[config.mk]
export PLATFORM = sky130hd
export DESIGN_NAME = instBuffer
export DESIGN_NICKNAME = d
export VERILOG_FILES = /design/src/gpuIssuePkg.sv /design/src/warpInstBuffer.sv /design/src/instBuffer.sv
export VERILOG_INCLUDE_DIRS = /design/src
export SDC_FILE = /design/constraint.sdc
export NUM_CORES = 1
export LEC_CHECK = 0
export ABC_AREA = 1
export ABC_CLOCK_PERIOD_IN_PS = 3200
export BUFFER_PORTS_ARGS = -buffer_cell sky130_fd_sc_hd__buf_4
export CAP_MARGIN = 5
export CORE_ASPECT_RATIO = 0.8
export CORE_UTILIZATION = 62
export CTS_BUF_LIST = sky130_fd_sc_hd__clkbuf_2 sky130_fd_sc_hd__clkbuf_4 sky130_fd_sc_hd__clkbuf_8
export CTS_CLUSTER_SIZE = 14
export DETAILED_ROUTE_END_ITERATION = 8
export PLACE_DENSITY = 0.92
export REMOVE_ABC_BUFFERS = 1
export SETUP_SLACK_MARGIN = 0.02
export SKIP_CTS_REPAIR_TIMING = 1
export SYNTH_ARGS = -nofsm -noshare
export SYNTH_HDL_FRONTEND = slang
export SYNTH_HIERARCHICAL = 1
export SYNTH_SLANG_ARGS = --single-unit
[constraint.sdc]
create_clock -name clk -period 3.2 [get_ports clk]
set_clock_uncertainty 0.05 [all_clocks]
set_input_delay 0.32 -clock clk [delete_from_list [all_inputs] [get_ports clk]]
set_output_delay 0.32 -clock clk [all_outputs]
set_load 0.005 [all_outputs]
[src/gpuIssue_consts.svh]
`ifndef GPU_ISSUE_CONSTS_SVH
`define GPU_ISSUE_CONSTS_SVH

// core size
`define NUM_WARPS   4
`define NUM_THREADS 8
`define WARP_ID_W   $clog2(`NUM_WARPS)

// decoded entries held per warp
`define IB_DEPTH    2

// decoded field widths
`define REG_W       5
`define IMM_W       16

`endif

[src/gpuIssuePkg.sv]
`default_nettype none

package gpuIssuePkg;

    // operation carried from decode to the operand collector
    typedef enum logic [3:0] {
        ADD  = 4'd0,
        SUB  = 4'd1,
        AND  = 4'd2,
        OR   = 4'd3,
        XOR  = 4'd4,
        SLL  = 4'd5,
        SRL  = 4'd6,
        MUL  = 4'd7,
        LW   = 4'd8,
        SW   = 4'd9,
        BEQ  = 4'd10,
        BLT  = 4'd11,
        EXIT = 4'd12,
        NOP  = 4'd13
    } aluOpT;

    // state of one warp buffer
    typedef enum logic [1:0] {
        IDLE,
        READY,
        REPLAYWAIT,
        EXITED
    } wbStateT;

endpackage

`default_nettype wire

[src/warpInstBuffer.sv]
`timescale 1ns/1ps
`default_nettype none
`include "gpuIssue_consts.svh"

module warpInstBuffer (
    input  wire                        clk,
    input  wire                        rstN,
    // decode side
    input  wire                        decValid,
    input  wire gpuIssuePkg::aluOpT    decAluOp,
    input  wire [`REG_W-1:0]           decDst,
    input  wire [`REG_W-1:0]           decSrc1,
    input  wire [`REG_W-1:0]           decSrc2,
    input  wire                        decSrc1Valid,
    input  wire                        decSrc2Valid,
    input  wire [`IMM_W-1:0]           decImm,
    input  wire                        decImmValid,
    input  wire                        decRegWrite,
    input  wire                        decMemRead,
    input  wire                        decMemWrite,
    input  wire [`NUM_THREADS-1:0]     activeMask,
    output logic                       fetchReq,
    // SIMT stack and scoreboard
    input  wire                        dropInstr,
    input  wire                        scbFull,
    input  wire                        scbDependent,
    output logic                       issueReq,
    output logic                       exitReq,
    input  wire                        issueGrant,
    input  wire                        exitGrant,
    // memory stage feedback
    input  wire                        posFbValid,
    input  wire [`NUM_THREADS-1:0]     posFbMask,
    input  wire                        zeroFbValid,
    // head entry toward the issue mux
    output gpuIssuePkg::aluOpT         headAluOp,
    output logic [`REG_W-1:0]          headDst,
    output logic [`REG_W-1:0]          headSrc1,
    output logic [`REG_W-1:0]          headSrc2,
    output logic                       headSrc1Valid,
    output logic                       headSrc2Valid,
    output logic [`IMM_W-1:0]          headImm,
    output logic                       headImmValid,
    output logic                       headRegWrite,
    output logic                       headMemRead,
    output logic                       headMemWrite,
    output logic [`NUM_THREADS-1:0]    headMask
);
    import gpuIssuePkg::*;

    localparam int PTR_W = $clog2(`IB_DEPTH);
    localparam int CNT_W = $clog2(`IB_DEPTH + 1);

    typedef struct packed {
        aluOpT                   aluOp;
        logic [`REG_W-1:0]       dst;
        logic [`REG_W-1:0]       src1;
        logic [`REG_W-1:0]       src2;
        logic                    src1Valid;
        logic                    src2Valid;
        logic [`IMM_W-1:0]       imm;
        logic                    immValid;
        logic                    regWrite;
        logic                    memRead;
        logic                    memWrite;
        logic [`NUM_THREADS-1:0] mask;
    } entryT;

    entryT            entries [`IB_DEPTH];
    entryT            head;
    logic [PTR_W-1:0] rdPtr;
    logic [PTR_W-1:0] wrPtr;
    logic [CNT_W-1:0] count;
    logic [CNT_W-1:0] countNext;
    logic             inFlight;
    wbStateT          state;
    wbStateT          stateNext;
    logic             headValid;
    logic             headIsExit;
    logic             headIsMem;
    logic             push;
    logic             pop;
    logic             retire;
    logic             replay;

    function automatic logic [PTR_W-1:0] ptrInc(input logic [PTR_W-1:0] p);
        ptrInc = (p == PTR_W'(`IB_DEPTH - 1)) ? '0 : p + 1'b1;
    endfunction

    //////////////////////////////////////////////////
    // head decode and requests
    //////////////////////////////////////////////////

    assign head       = entries[rdPtr];
    assign headValid  = (count != '0);
    assign headIsExit = (head.aluOp == EXIT);
    assign headIsMem  = head.memRead | head.memWrite;

    // feedback only counts while a memory head is outstanding
    assign retire = (state == REPLAYWAIT) && zeroFbValid;
    assign replay = (state == REPLAYWAIT) && posFbValid && !zeroFbValid;

    assign push = decValid && (state != EXITED) && !dropInstr && !exitGrant;
    assign pop  = (issueGrant && !headIsMem) || retire;

    assign countNext = count + CNT_W'(push) - CNT_W'(pop);

    // one slot reserved for a fetch still on its way through decode
    assign fetchReq = (state != EXITED) && ((int'(count) + int'(inFlight)) < `IB_DEPTH);

    assign issueReq = headValid && !headIsExit && (state == READY) && !scbFull && !scbDependent;
    assign exitReq  = headValid && headIsExit && (state == READY);

    //////////////////////////////////////////////////
    // state and pointers
    //////////////////////////////////////////////////

    always_comb begin
        stateNext = state;
        case (state)
            IDLE, READY: begin
                // memory heads stay put until the memory stage answers
                if (issueGrant && headIsMem)
                    stateNext = REPLAYWAIT;
                else
                    stateNext = (countNext != '0) ? READY : IDLE;
            end
            REPLAYWAIT: begin
                if (retire)
                    stateNext = (countNext != '0) ? READY : IDLE;
                else if (replay)
                    stateNext = READY;
            end
            default: stateNext = state;
        endcase
    end

    always_ff @(posedge clk or negedge rstN) begin
        if (!rstN) begin
            state    <= IDLE;
            rdPtr    <= '0;
            wrPtr    <= '0;
            count    <= '0;
            inFlight <= 1'b0;
        end else begin
            inFlight <= fetchReq;
            if (exitGrant || dropInstr) begin
                rdPtr <= '0;
                wrPtr <= '0;
                count <= '0;
                if (exitGrant || state == EXITED)
                    state <= EXITED;
                else
                    state <= IDLE;
            end else if (state != EXITED) begin
                if (push)
                    wrPtr <= ptrInc(wrPtr);
                if (pop)
                    rdPtr <= ptrInc(rdPtr);
                count <= countNext;
                state <= stateNext;
            end
        end
    end

    // entry storage
    always_ff @(posedge clk) begin
        if (push) begin
            entries[wrPtr] <= '{aluOp: decAluOp, dst: decDst, src1: decSrc1, src2: decSrc2,
                                src1Valid: decSrc1Valid, src2Valid: decSrc2Valid,
                                imm: decImm, immValid: decImmValid, regWrite: decRegWrite,
                                memRead: decMemRead, memWrite: decMemWrite, mask: activeMask};
        end
        // threads that missed go round again
        if (replay)
            entries[rdPtr].mask <= posFbMask;
    end

    assign headAluOp     = head.aluOp;
    assign headDst       = head.dst;
    assign headSrc1      = head.src1;
    assign headSrc2      = head.src2;
    assign headSrc1Valid = head.src1Valid;
    assign headSrc2Valid = head.src2Valid;
    assign headImm       = head.imm;
    assign headImmValid  = head.immValid;
    assign headRegWrite  = head.regWrite;
    assign headMemRead   = head.memRead;
    assign headMemWrite  = head.memWrite;
    assign headMask      = head.mask;

endmodule

`default_nettype wire

[src/instBuffer.sv]
`timescale 1ns/1ps
`default_nettype none
`include "gpuIssue_consts.svh"

module instBuffer (
    input  wire                                clk,
    input  wire                                rstN,
    // shared decode fields
    input  wire gpuIssuePkg::aluOpT            decAluOp,
    input  wire [`REG_W-1:0]                   decDst,
    input  wire [`REG_W-1:0]                   decSrc1,
    input  wire [`REG_W-1:0]                   decSrc2,
    input  wire                                decSrc1Valid,
    input  wire                                decSrc2Valid,
    input  wire [`IMM_W-1:0]                   decImm,
    input  wire                                decImmValid,
    input  wire                                decRegWrite,
    input  wire                                decMemRead,
    input  wire                                decMemWrite,
    // per-warp controls
    input  wire [`NUM_WARPS-1:0]               decValid,
    input  wire [`NUM_WARPS-1:0]               dropInstr,
    input  wire [`NUM_WARPS*`NUM_THREADS-1:0]  activeMask,
    input  wire [`NUM_WARPS-1:0]               scbFull,
    input  wire [`NUM_WARPS-1:0]               scbDependent,
    output logic [`NUM_WARPS-1:0]              fetchReq,
    output logic [`NUM_WARPS-1:0]              issueReq,
    output logic [`NUM_WARPS-1:0]              exitReq,
    input  wire [`NUM_WARPS-1:0]               issueGrant,
    input  wire [`NUM_WARPS-1:0]               exitGrant,
    // toward the operand collector
    output logic                               issueValid,
    output logic [`WARP_ID_W-1:0]              issueWarpId,
    output gpuIssuePkg::aluOpT                 issueAluOp,
    output logic [`REG_W-1:0]                  issueDst,
    output logic [`REG_W-1:0]                  issueSrc1,
    output logic [`REG_W-1:0]                  issueSrc2,
    output logic                               issueSrc1Valid,
    output logic                               issueSrc2Valid,
    output logic [`IMM_W-1:0]                  issueImm,
    output logic                               issueImmValid,
    output logic                               issueRegWrite,
    output logic                               issueMemRead,
    output logic                               issueMemWrite,
    output logic [`NUM_THREADS-1:0]            issueMask,
    output logic                               exitValid,
    output logic [`WARP_ID_W-1:0]              exitWarpId,
    // memory stage feedback
    input  wire                                posFbValid,
    input  wire [`WARP_ID_W-1:0]               posFbWarpId,
    input  wire [`NUM_THREADS-1:0]             posFbMask,
    input  wire                                zeroFbValid,
    input  wire [`WARP_ID_W-1:0]               zeroFbWarpId
);
    import gpuIssuePkg::*;

    localparam int WID_W = `WARP_ID_W;

    aluOpT                   headAluOp [`NUM_WARPS];
    logic [`REG_W-1:0]       headDst [`NUM_WARPS];
    logic [`REG_W-1:0]       headSrc1 [`NUM_WARPS];
    logic [`REG_W-1:0]       headSrc2 [`NUM_WARPS];
    logic [`IMM_W-1:0]       headImm [`NUM_WARPS];
    logic [`NUM_THREADS-1:0] headMask [`NUM_WARPS];
    logic [`NUM_WARPS-1:0]   headSrc1Valid;
    logic [`NUM_WARPS-1:0]   headSrc2Valid;
    logic [`NUM_WARPS-1:0]   headImmValid;
    logic [`NUM_WARPS-1:0]   headRegWrite;
    logic [`NUM_WARPS-1:0]   headMemRead;
    logic [`NUM_WARPS-1:0]   headMemWrite;
    logic [`NUM_WARPS-1:0]   posFbStrobe;
    logic [`NUM_WARPS-1:0]   zeroFbStrobe;

    // feedback warp id to one strobe per warp
    always_comb begin
        posFbStrobe = '0;
        zeroFbStrobe = '0;
        posFbStrobe[posFbWarpId] = posFbValid;
        zeroFbStrobe[zeroFbWarpId] = zeroFbValid;
    end

    //////////////////////////////////////////////////
    // per-warp buffers
    //////////////////////////////////////////////////

    for (genvar w = 0; w < `NUM_WARPS; w++) begin : gWarp
        warpInstBuffer wb (
            .clk          (clk),
            .rstN         (rstN),
            .decValid     (decValid[w]),
            .decAluOp     (decAluOp),
            .decDst       (decDst),
            .decSrc1      (decSrc1),
            .decSrc2      (decSrc2),
            .decSrc1Valid (decSrc1Valid),
            .decSrc2Valid (decSrc2Valid),
            .decImm       (decImm),
            .decImmValid  (decImmValid),
            .decRegWrite  (decRegWrite),
            .decMemRead   (decMemRead),
            .decMemWrite  (decMemWrite),
            .activeMask   (activeMask[w*`NUM_THREADS +: `NUM_THREADS]),
            .fetchReq     (fetchReq[w]),
            .dropInstr    (dropInstr[w]),
            .scbFull      (scbFull[w]),
            .scbDependent (scbDependent[w]),
            .issueReq     (issueReq[w]),
            .exitReq      (exitReq[w]),
            .issueGrant   (issueGrant[w]),
            .exitGrant    (exitGrant[w]),
            .posFbValid   (posFbStrobe[w]),
            .posFbMask    (posFbMask),
            .zeroFbValid  (zeroFbStrobe[w]),
            .headAluOp    (headAluOp[w]),
            .headDst      (headDst[w]),
            .headSrc1     (headSrc1[w]),
            .headSrc2     (headSrc2[w]),
            .headSrc1Valid(headSrc1Valid[w]),
            .headSrc2Valid(headSrc2Valid[w]),
            .headImm      (headImm[w]),
            .headImmValid (headImmValid[w]),
            .headRegWrite (headRegWrite[w]),
            .headMemRead  (headMemRead[w]),
            .headMemWrite (headMemWrite[w]),
            .headMask     (headMask[w])
        );
    end

    //////////////////////////////////////////////////
    // granted head toward the operand collector
    //////////////////////////////////////////////////

    assign issueValid = |issueGrant;
    assign exitValid  = |exitGrant;

    // grants are one-hot, so at most one warp matches
    always_comb begin
        issueWarpId    = '0;
        exitWarpId     = '0;
        issueAluOp     = NOP;
        issueDst       = '0;
        issueSrc1      = '0;
        issueSrc2      = '0;
        issueSrc1Valid = 1'b0;
        issueSrc2Valid = 1'b0;
        issueImm       = '0;
        issueImmValid  = 1'b0;
        issueRegWrite  = 1'b0;
        issueMemRead   = 1'b0;
        issueMemWrite  = 1'b0;
        issueMask      = '0;
        for (int w = 0; w < `NUM_WARPS; w++) begin
            if (exitGrant[w])
                exitWarpId = WID_W'(w);
            if (issueGrant[w]) begin
                issueWarpId    = WID_W'(w);
                issueAluOp     = headAluOp[w];
                issueDst       = headDst[w];
                issueSrc1      = headSrc1[w];
                issueSrc2      = headSrc2[w];
                issueSrc1Valid = headSrc1Valid[w];
                issueSrc2Valid = headSrc2Valid[w];
                issueImm       = headImm[w];
                issueImmValid  = headImmValid[w];
                issueRegWrite  = headRegWrite[w];
                issueMemRead   = headMemRead[w];
                issueMemWrite  = headMemWrite[w];
                issueMask      = headMask[w];
            end
        end
    end

endmodule

`default_nettype wire

==> After elaboration in Yosys (flattened, before gate mapping) <==
Memory sizes are Yosys's and may differ from the RTL's.
Cells that the tools add are included.
{ "classes": {"addsub": 20, "muxes": 146, "magnitude_cmp": 8, "n_div": 0, "shift": 0, "reduce_logical": 148, "mul": 0, "n_eq_ne": 24, "bitwise": 6} }
{ "ops": {"columns": ["op", "n"], "rows": [
  ["less-than comparator 32 x 3 -> 1 bit (second input constant)", 4],
  ["2-to-1 mux 1 bit", 80],
  ["2-to-1 mux 2 bit", 36],
  ["2-to-1 mux 16 bit", 4],
  ["logical AND 1 bit", 62],
  ["2-to-1 mux 5 bit", 12],
  ["nonzero test 2 bit", 20],
  ["2-to-1 mux 8 bit", 4],
  ["logical NOT 1 bit", 28],
  ["== test 2 bit (second input constant)", 8],
  ["== test 4 bit (second input constant)", 4],
  ["2-to-1 mux 4 bit", 4],
  ["!= test 4 x 2 -> 1 bit (second input constant)", 4],
  ["case mux 2 bit (2 select lines)", 4],
  ["AND reduction 2 bit", 8],
  ["adder 2 x 1 -> 3 bit", 4],
  ["logical OR 1 bit", 12],
  ["AND reduction 3 bit", 4],
  ["nonzero test 3 bit", 4],
  ["adder 1 bit (second input constant)", 8],
  ["adder 2 x 1 -> 2 bit", 4],
  ["bitwise AND 4 bit", 2],
  ["== test 2 x 1 -> 1 bit (second input constant)", 4],
  ["logical NOT 2 bit", 4],
  ["other kinds (8)", 24]
]} }
{ "totals": {"latchBits": 0, "mem_count": 4, "mem_bits_ro": 0, "ramBits": 392, "ff_bits": 28} }
{ "mem_list": {"columns": ["memory", "words", "word_bits", "rd", "rd_clocked_by_memory_dff", "wr", "line", "source"], "rows": [
  ["gWarp[0].wb.entries", 2, 49, 1, 0, 2, "warpInstBuffer.sv:69", "entryT entries [`IB_DEPTH];"],
  ["gWarp[1].wb.entries", 2, 49, 1, 0, 2, "warpInstBuffer.sv:69", null],
  ["gWarp[2].wb.entries", 2, 49, 1, 0, 2, "warpInstBuffer.sv:69", null],
  ["gWarp[3].wb.entries", 2, 49, 1, 0, 2, "warpInstBuffer.sv:69", null]
]} }

==> Longest topological paths before layout <==
{ "depth": {"ltp_word": 14, "mapped_depth": 19, "depth_no_buf": 18} }

==> Hierarchy <==
Netlist, hierarchy kept.
{ "modules_own_cells": {"columns": ["mod", "seq_area_each_um2", "area_per_inst_um2", "instances", "cells_per_inst"], "rows": [
  ["warpInstBuffer (gWarp[2].wb)", 3118.0, 4483.0, 1, 381],
  ["warpInstBuffer (gWarp[1].wb)", 3118.0, 4384.2, 1, 382],
  ["warpInstBuffer (gWarp[0].wb)", 3118.0, 4383.0, 1, 379],
  ["warpInstBuffer (gWarp[3].wb)", 3118.0, 4376.7, 1, 371],
  ["instBuffer", 0.0, 2064.5, 1, 480]
]} }

==> Worst setup path before layout <==
No wires, ideal clock.
{ "synth_path": {"kind": "input to register", "from": "in zeroFbWarpId[1]", "to": "reg gWarp[2].wb.state[0]", "arrival_ns": 1.934, "required_time_ns": 3.034, "path_stages": 13, "setup_slack_ns": 1.099, "cell_sequence": "inv_1 -> nor3_1 -> nand2_1 -> nand2_2 -> ha_1 -> inv_1 -> ha_1 -> inv_1 -> nand3_1 -> nand3_1 -> nand2_1 -> nand2_1 -> nand2_1"} }
{ "synth_between": {"elab_chain_len": 14, "elab_cells_between_ends": 20, "classes_between": "add/sub (1); order compare (2); eq/ne (1); mux (8); bitwise (1); reduce/logical (7)"} }
{ "synth_lines": {"columns": ["element", "line", "source"], "rows": [
  ["from (decl)", "instBuffer.sv:53", "input wire [`WARP_ID_W-1:0] zeroFbWarpId"],
  ["less-than comparator 2 x 3 -> 1 bit (not written as such) / greater-or-equal comparator 2 x 1 -> 1 bit (equally long branches)", "instBuffer.sv:79", "zeroFbStrobe[zeroFbWarpId] = zeroFbValid;"],
  ["logical AND 1 bit (not written as such)", "instBuffer.sv:79", null],
  ["2-to-1 mux 1 bit (not written as such)", "instBuffer.sv:79", null],
  ["demux 1 bit (select 2 bit) (*)", "instBuffer.sv:79", null],
  ["bitwise AND 4 bit (no source line) (*)", null, null],
  ["net zeroFbStrobe[2]", "instBuffer.sv:72", "logic [`NUM_WARPS-1:0] zeroFbStrobe;"],
  ["logical AND 1 bit", "warpInstBuffer.sv:100", "assign retire = (state == REPLAYWAIT) && zeroFbValid;"],
  ["logical OR 1 bit", "warpInstBuffer.sv:104", "assign pop = (issueGrant && !headIsMem) || retire;"],
  ["subtractor 2 x 1 -> 2 bit", "warpInstBuffer.sv:106", "assign countNext = count + CNT_W'(push) - CNT_W'(pop);"],
  ["nonzero test 2 bit", "warpInstBuffer.sv:126, warpInstBuffer.sv:130", null],
  ["2-to-1 mux 1 bit", "warpInstBuffer.sv:126, warpInstBuffer.sv:130", null],
  ["2-to-1 mux 2 bit, on equally long branches", "warpInstBuffer.sv:129, warpInstBuffer.sv:123", null],
  ["case mux 2 bit (2 select lines)", "warpInstBuffer.sv:120", "case (state)"],
  ["2-to-1 mux 2 bit", "warpInstBuffer.sv:155", "end else if (state != EXITED) begin"],
  ["2-to-1 mux 2 bit", "warpInstBuffer.sv:147", "if (exitGrant || dropInstr) begin"],
  ["to (signal assigned)", "warpInstBuffer.sv:161", "state <= stateNext;"],
  ["to (decl)", "warpInstBuffer.sv:76", "wbStateT state;"]
]} }
The timed path passes the listed nets; every way through them passes the cells marked *. The select of a mux whose other input is x is not followed.
A chain may end at the register's enable or synchronous reset.

==> impl_metrics.yaml <==
power_and_ir_drop:
  power.leakage_uw: 0.0101
  power.ir.vdd_worst_mv: 0.268
  p_per_area_nw_per_um2: 527
cts:
  cts_buffer_depth: 3
  cts_tree: "yes"
  cts-root-buf: "clkbuf_8"
  clock_latency_ps: 630
  cts_made_buffers: 61
  clk_pin_slew_ps: 70
  clkSinkCount: 420
  htree_levels: 2
routing:
  met3_length_mm: 7.83
  detail_route.wl_per_cell_um: 20.9
  wl_met2_mm: 26.4
  top_layer: "met4"
  ant_nets: 0
  vias: 16100
  drt-pass1-iter-count: 8
  viasPerCell: 5.96
  dr.first_iter.drc_count: 2296
  routed_wl_mm: 56.4
  wl_met1_mm: 19.2
  drc: 0
place:
  dpl.hpwl_mm: 34.8
  gp_routability_congestion: 0.982
  post-place-cells: 2531
  numPortBuffers: 179
finish:
  fin_cells: 2704
  final_common_cell: "nand2_1"
  final_nets: 2365
  area_delta_synth_final_pct: 17.4
  final_cell_mix: "829 x nand2_1, 392 x edfxtp_1, 210 x buf_4"
  drive_above_1_share_pct: 17.2
worst_setup_path:
  cpMaxStageDelayCell: "dfrtp_2"
  crit_required_ps: 2830
  critPathMaxFanout: 33
  crit_type: "flip-flop to primary output"
  timing.critical_path.buf_inv: 4
  crit_arrival_ps: 2740
  end_kind: "primary output"
  worst_path_most_repeated_cell: "nand2_1"
  critPathMaxStageDelay_ps: 680
  start_kind: "flip-flop"
  crit_chain: "buf_4 > mux2i_1 > inv_1 > inv_1 > nand2_1 > nand2_1 > nand2_1 > buf_4"
  path_delay_family: "buffers and inverters"
yosys:
  synth_cell_types: 42
  synth_top_family_by_area: "simple AND/OR/NAND/NOR gates"
  yosysSeqAreaShare_pct: 63.3
  yosys_register_bits: 420
  synth.top_cell.area_share_pct: 59.8
  synth.area.mux_share_pct: 0.152
  synth_area_leaders: "edfxtp_1 60%, nand2_1 16%, nand3_1 4.8%, dfrtp_1 3.6%, inv_1 3.5%"
  syn-cell-area_um2: 19700
  synth_xor_area_share_pct: 0
  yosys.area.top_type: "edfxtp_1"
  synth_edf_count: 392
  yosysWarnings: 6
  synthAdderAreaFrac_pct: 0.508
  async_flop_share_pct: 6.67
  synth-simple-area-share_pct: 25.8
  netlist_instances: 1993
  synthFlopType: "edfxtp_1"
  syn_area_per_cell_um2: 9.88
  synth_compound_area_share_pct: 3.87
timing:
  fin_crit_sh_pct: 97.1
  drv_slew: 0
  hold_viol_final: 3
  finalSetupViolCount: 0
  holdWs_ps: -12.7
  rsz0062_at_grt: "no"
  tns_ps: 0
  worst_pin_slew_ps: 1240
  min_period_ps: 3110
  max_clock_freq_ghz: 0.322
  slew_headroom_pct: 16.7
global_route:
  grt.overflow.total: 0
  grt_max_degree: 50
  grt_first_pass_wirelength_mm: 82.8
  grt_use_total_pct: 33.4
  antenna_found_initial: 0
  grt_pass1_vias: 15600
die:
  die_w_um: 201
  die_h_um: 161
  core_area_um2: 30800
  rows: 57
  start_util_pct: 63.9
  die-area_um2: 32500
  pin_count: 180
hold_path:
  worstHoldPathType: "input pin to flip-flop"
outcome:
  violations: "negative hold slack"
  status: "finished, violations left"
flow_run:
  max-cap-violations: 0
==> state kept, by name, indices dropped and copies added (netlist names) <==
| name | count |
|---|---|
| gWarp.wb/count | 8 |
| gWarp.wb/entries | 392 |
| gWarp.wb/inFlight | 4 |
| gWarp.wb/rdPtr | 4 |
| gWarp.wb/state | 8 |
| gWarp.wb/wrPtr | 4 |
==> routing by layer <==
layer  track usage [%]  up-vias
met1              43.0     7381
met4              16.8        0
met3              7.51      284
met2              54.0     1375
li1                  -     7065
met5                 0        -
==> layout make-up <==
type	count	area, um^2
clock buffers	89	1070
diodes	1	2.50
inverters	192	733
clock inverters	20	139
multi-input cells	1295	5970
well taps	413	517
flip-flops and latches	420	12500
repair buffers	274	2210
fillers	1861	7680
==> metrics by stage <==
step / power [uW] / setup slack [ps] / instance area, um^2 / hold slack (ps) / util [%]
after detailed placement: 7840 / 740 / 21300 / 217 / 69.1
after CTS: 12000 / 114 / 22500 / -451 / 73.0
final: 12200 / 91.5 / 23100 / -12.7 / 75.1
after floorplan: 7140 / 191 / 19200 / -25.6 / -
after global placement: 7750 / 863 / 21300 / 215 / 69.1
after global routing: 12500 / 12.3 / 23100 / 0.544 / 75.0
==> tightest hold or removal path: cells and delay by family <==
family	cells	cell delay (ps)
buf+inv	1	90
simple gates	1	60
compound gates	1	60
==> final timing paths <==
check,to,depth (start not counted),from,slack [ps]
setup / recovery,issueAluOp[2],8,gWarp[0].wb/rdPtr,90
hold reg to reg,gWarp[2].wb/inFlight,1,gWarp[2].wb/inFlight,400
min in group asynchronous,gWarp[3].wb/inFlight,2,rstN,130
max in group asynchronous,gWarp[0].wb/rdPtr,2,rstN,2640
setup reg to reg,gWarp[0].wb/state[0],18,gWarp[0].wb/rdPtr,610
hold / removal,gWarp[1].wb/entries[0][7],3,activeMask[15],-10
==> kinds of logic (layout without fill, tap and decap cells) <==
kind of cell               after synthesis  count (layout)
and+or+nand+nor                       1158            1158
muxes                                    3               3
adders and majority gates                8               8
AOI/OAI and AO/OA                      126             126
DFF                                    420             420
buffers and inverters                  278             575
other                                    0               1
==> power by group <==
group,internal (uW),switching [uW],leakage [uW]
clock,2290,2010,0.000646
combinational,536,1040,0.00554
sequential,6220,89.4,0.00388
==> cell usage after synthesis (5+ instances only) <==
master,instances
and2_1,5
nand2_4,10
inv_1,185
nor2_4,5
o21ai_1,35
nor2_1,58
a21oi_1,28
o22ai_1,20
buf_6,13
nand3_1,190
nand2_2,20
edfxtp_1,392
o21ai_2,15
dfrtp_1,28
buf_4,10
clkbuf_1,13
nor2_8,11
nand2_1,829
ha_1,8
nor3_1,12
buf_2,47
o21ai_0,12
(Power assumes the default switching activity.)
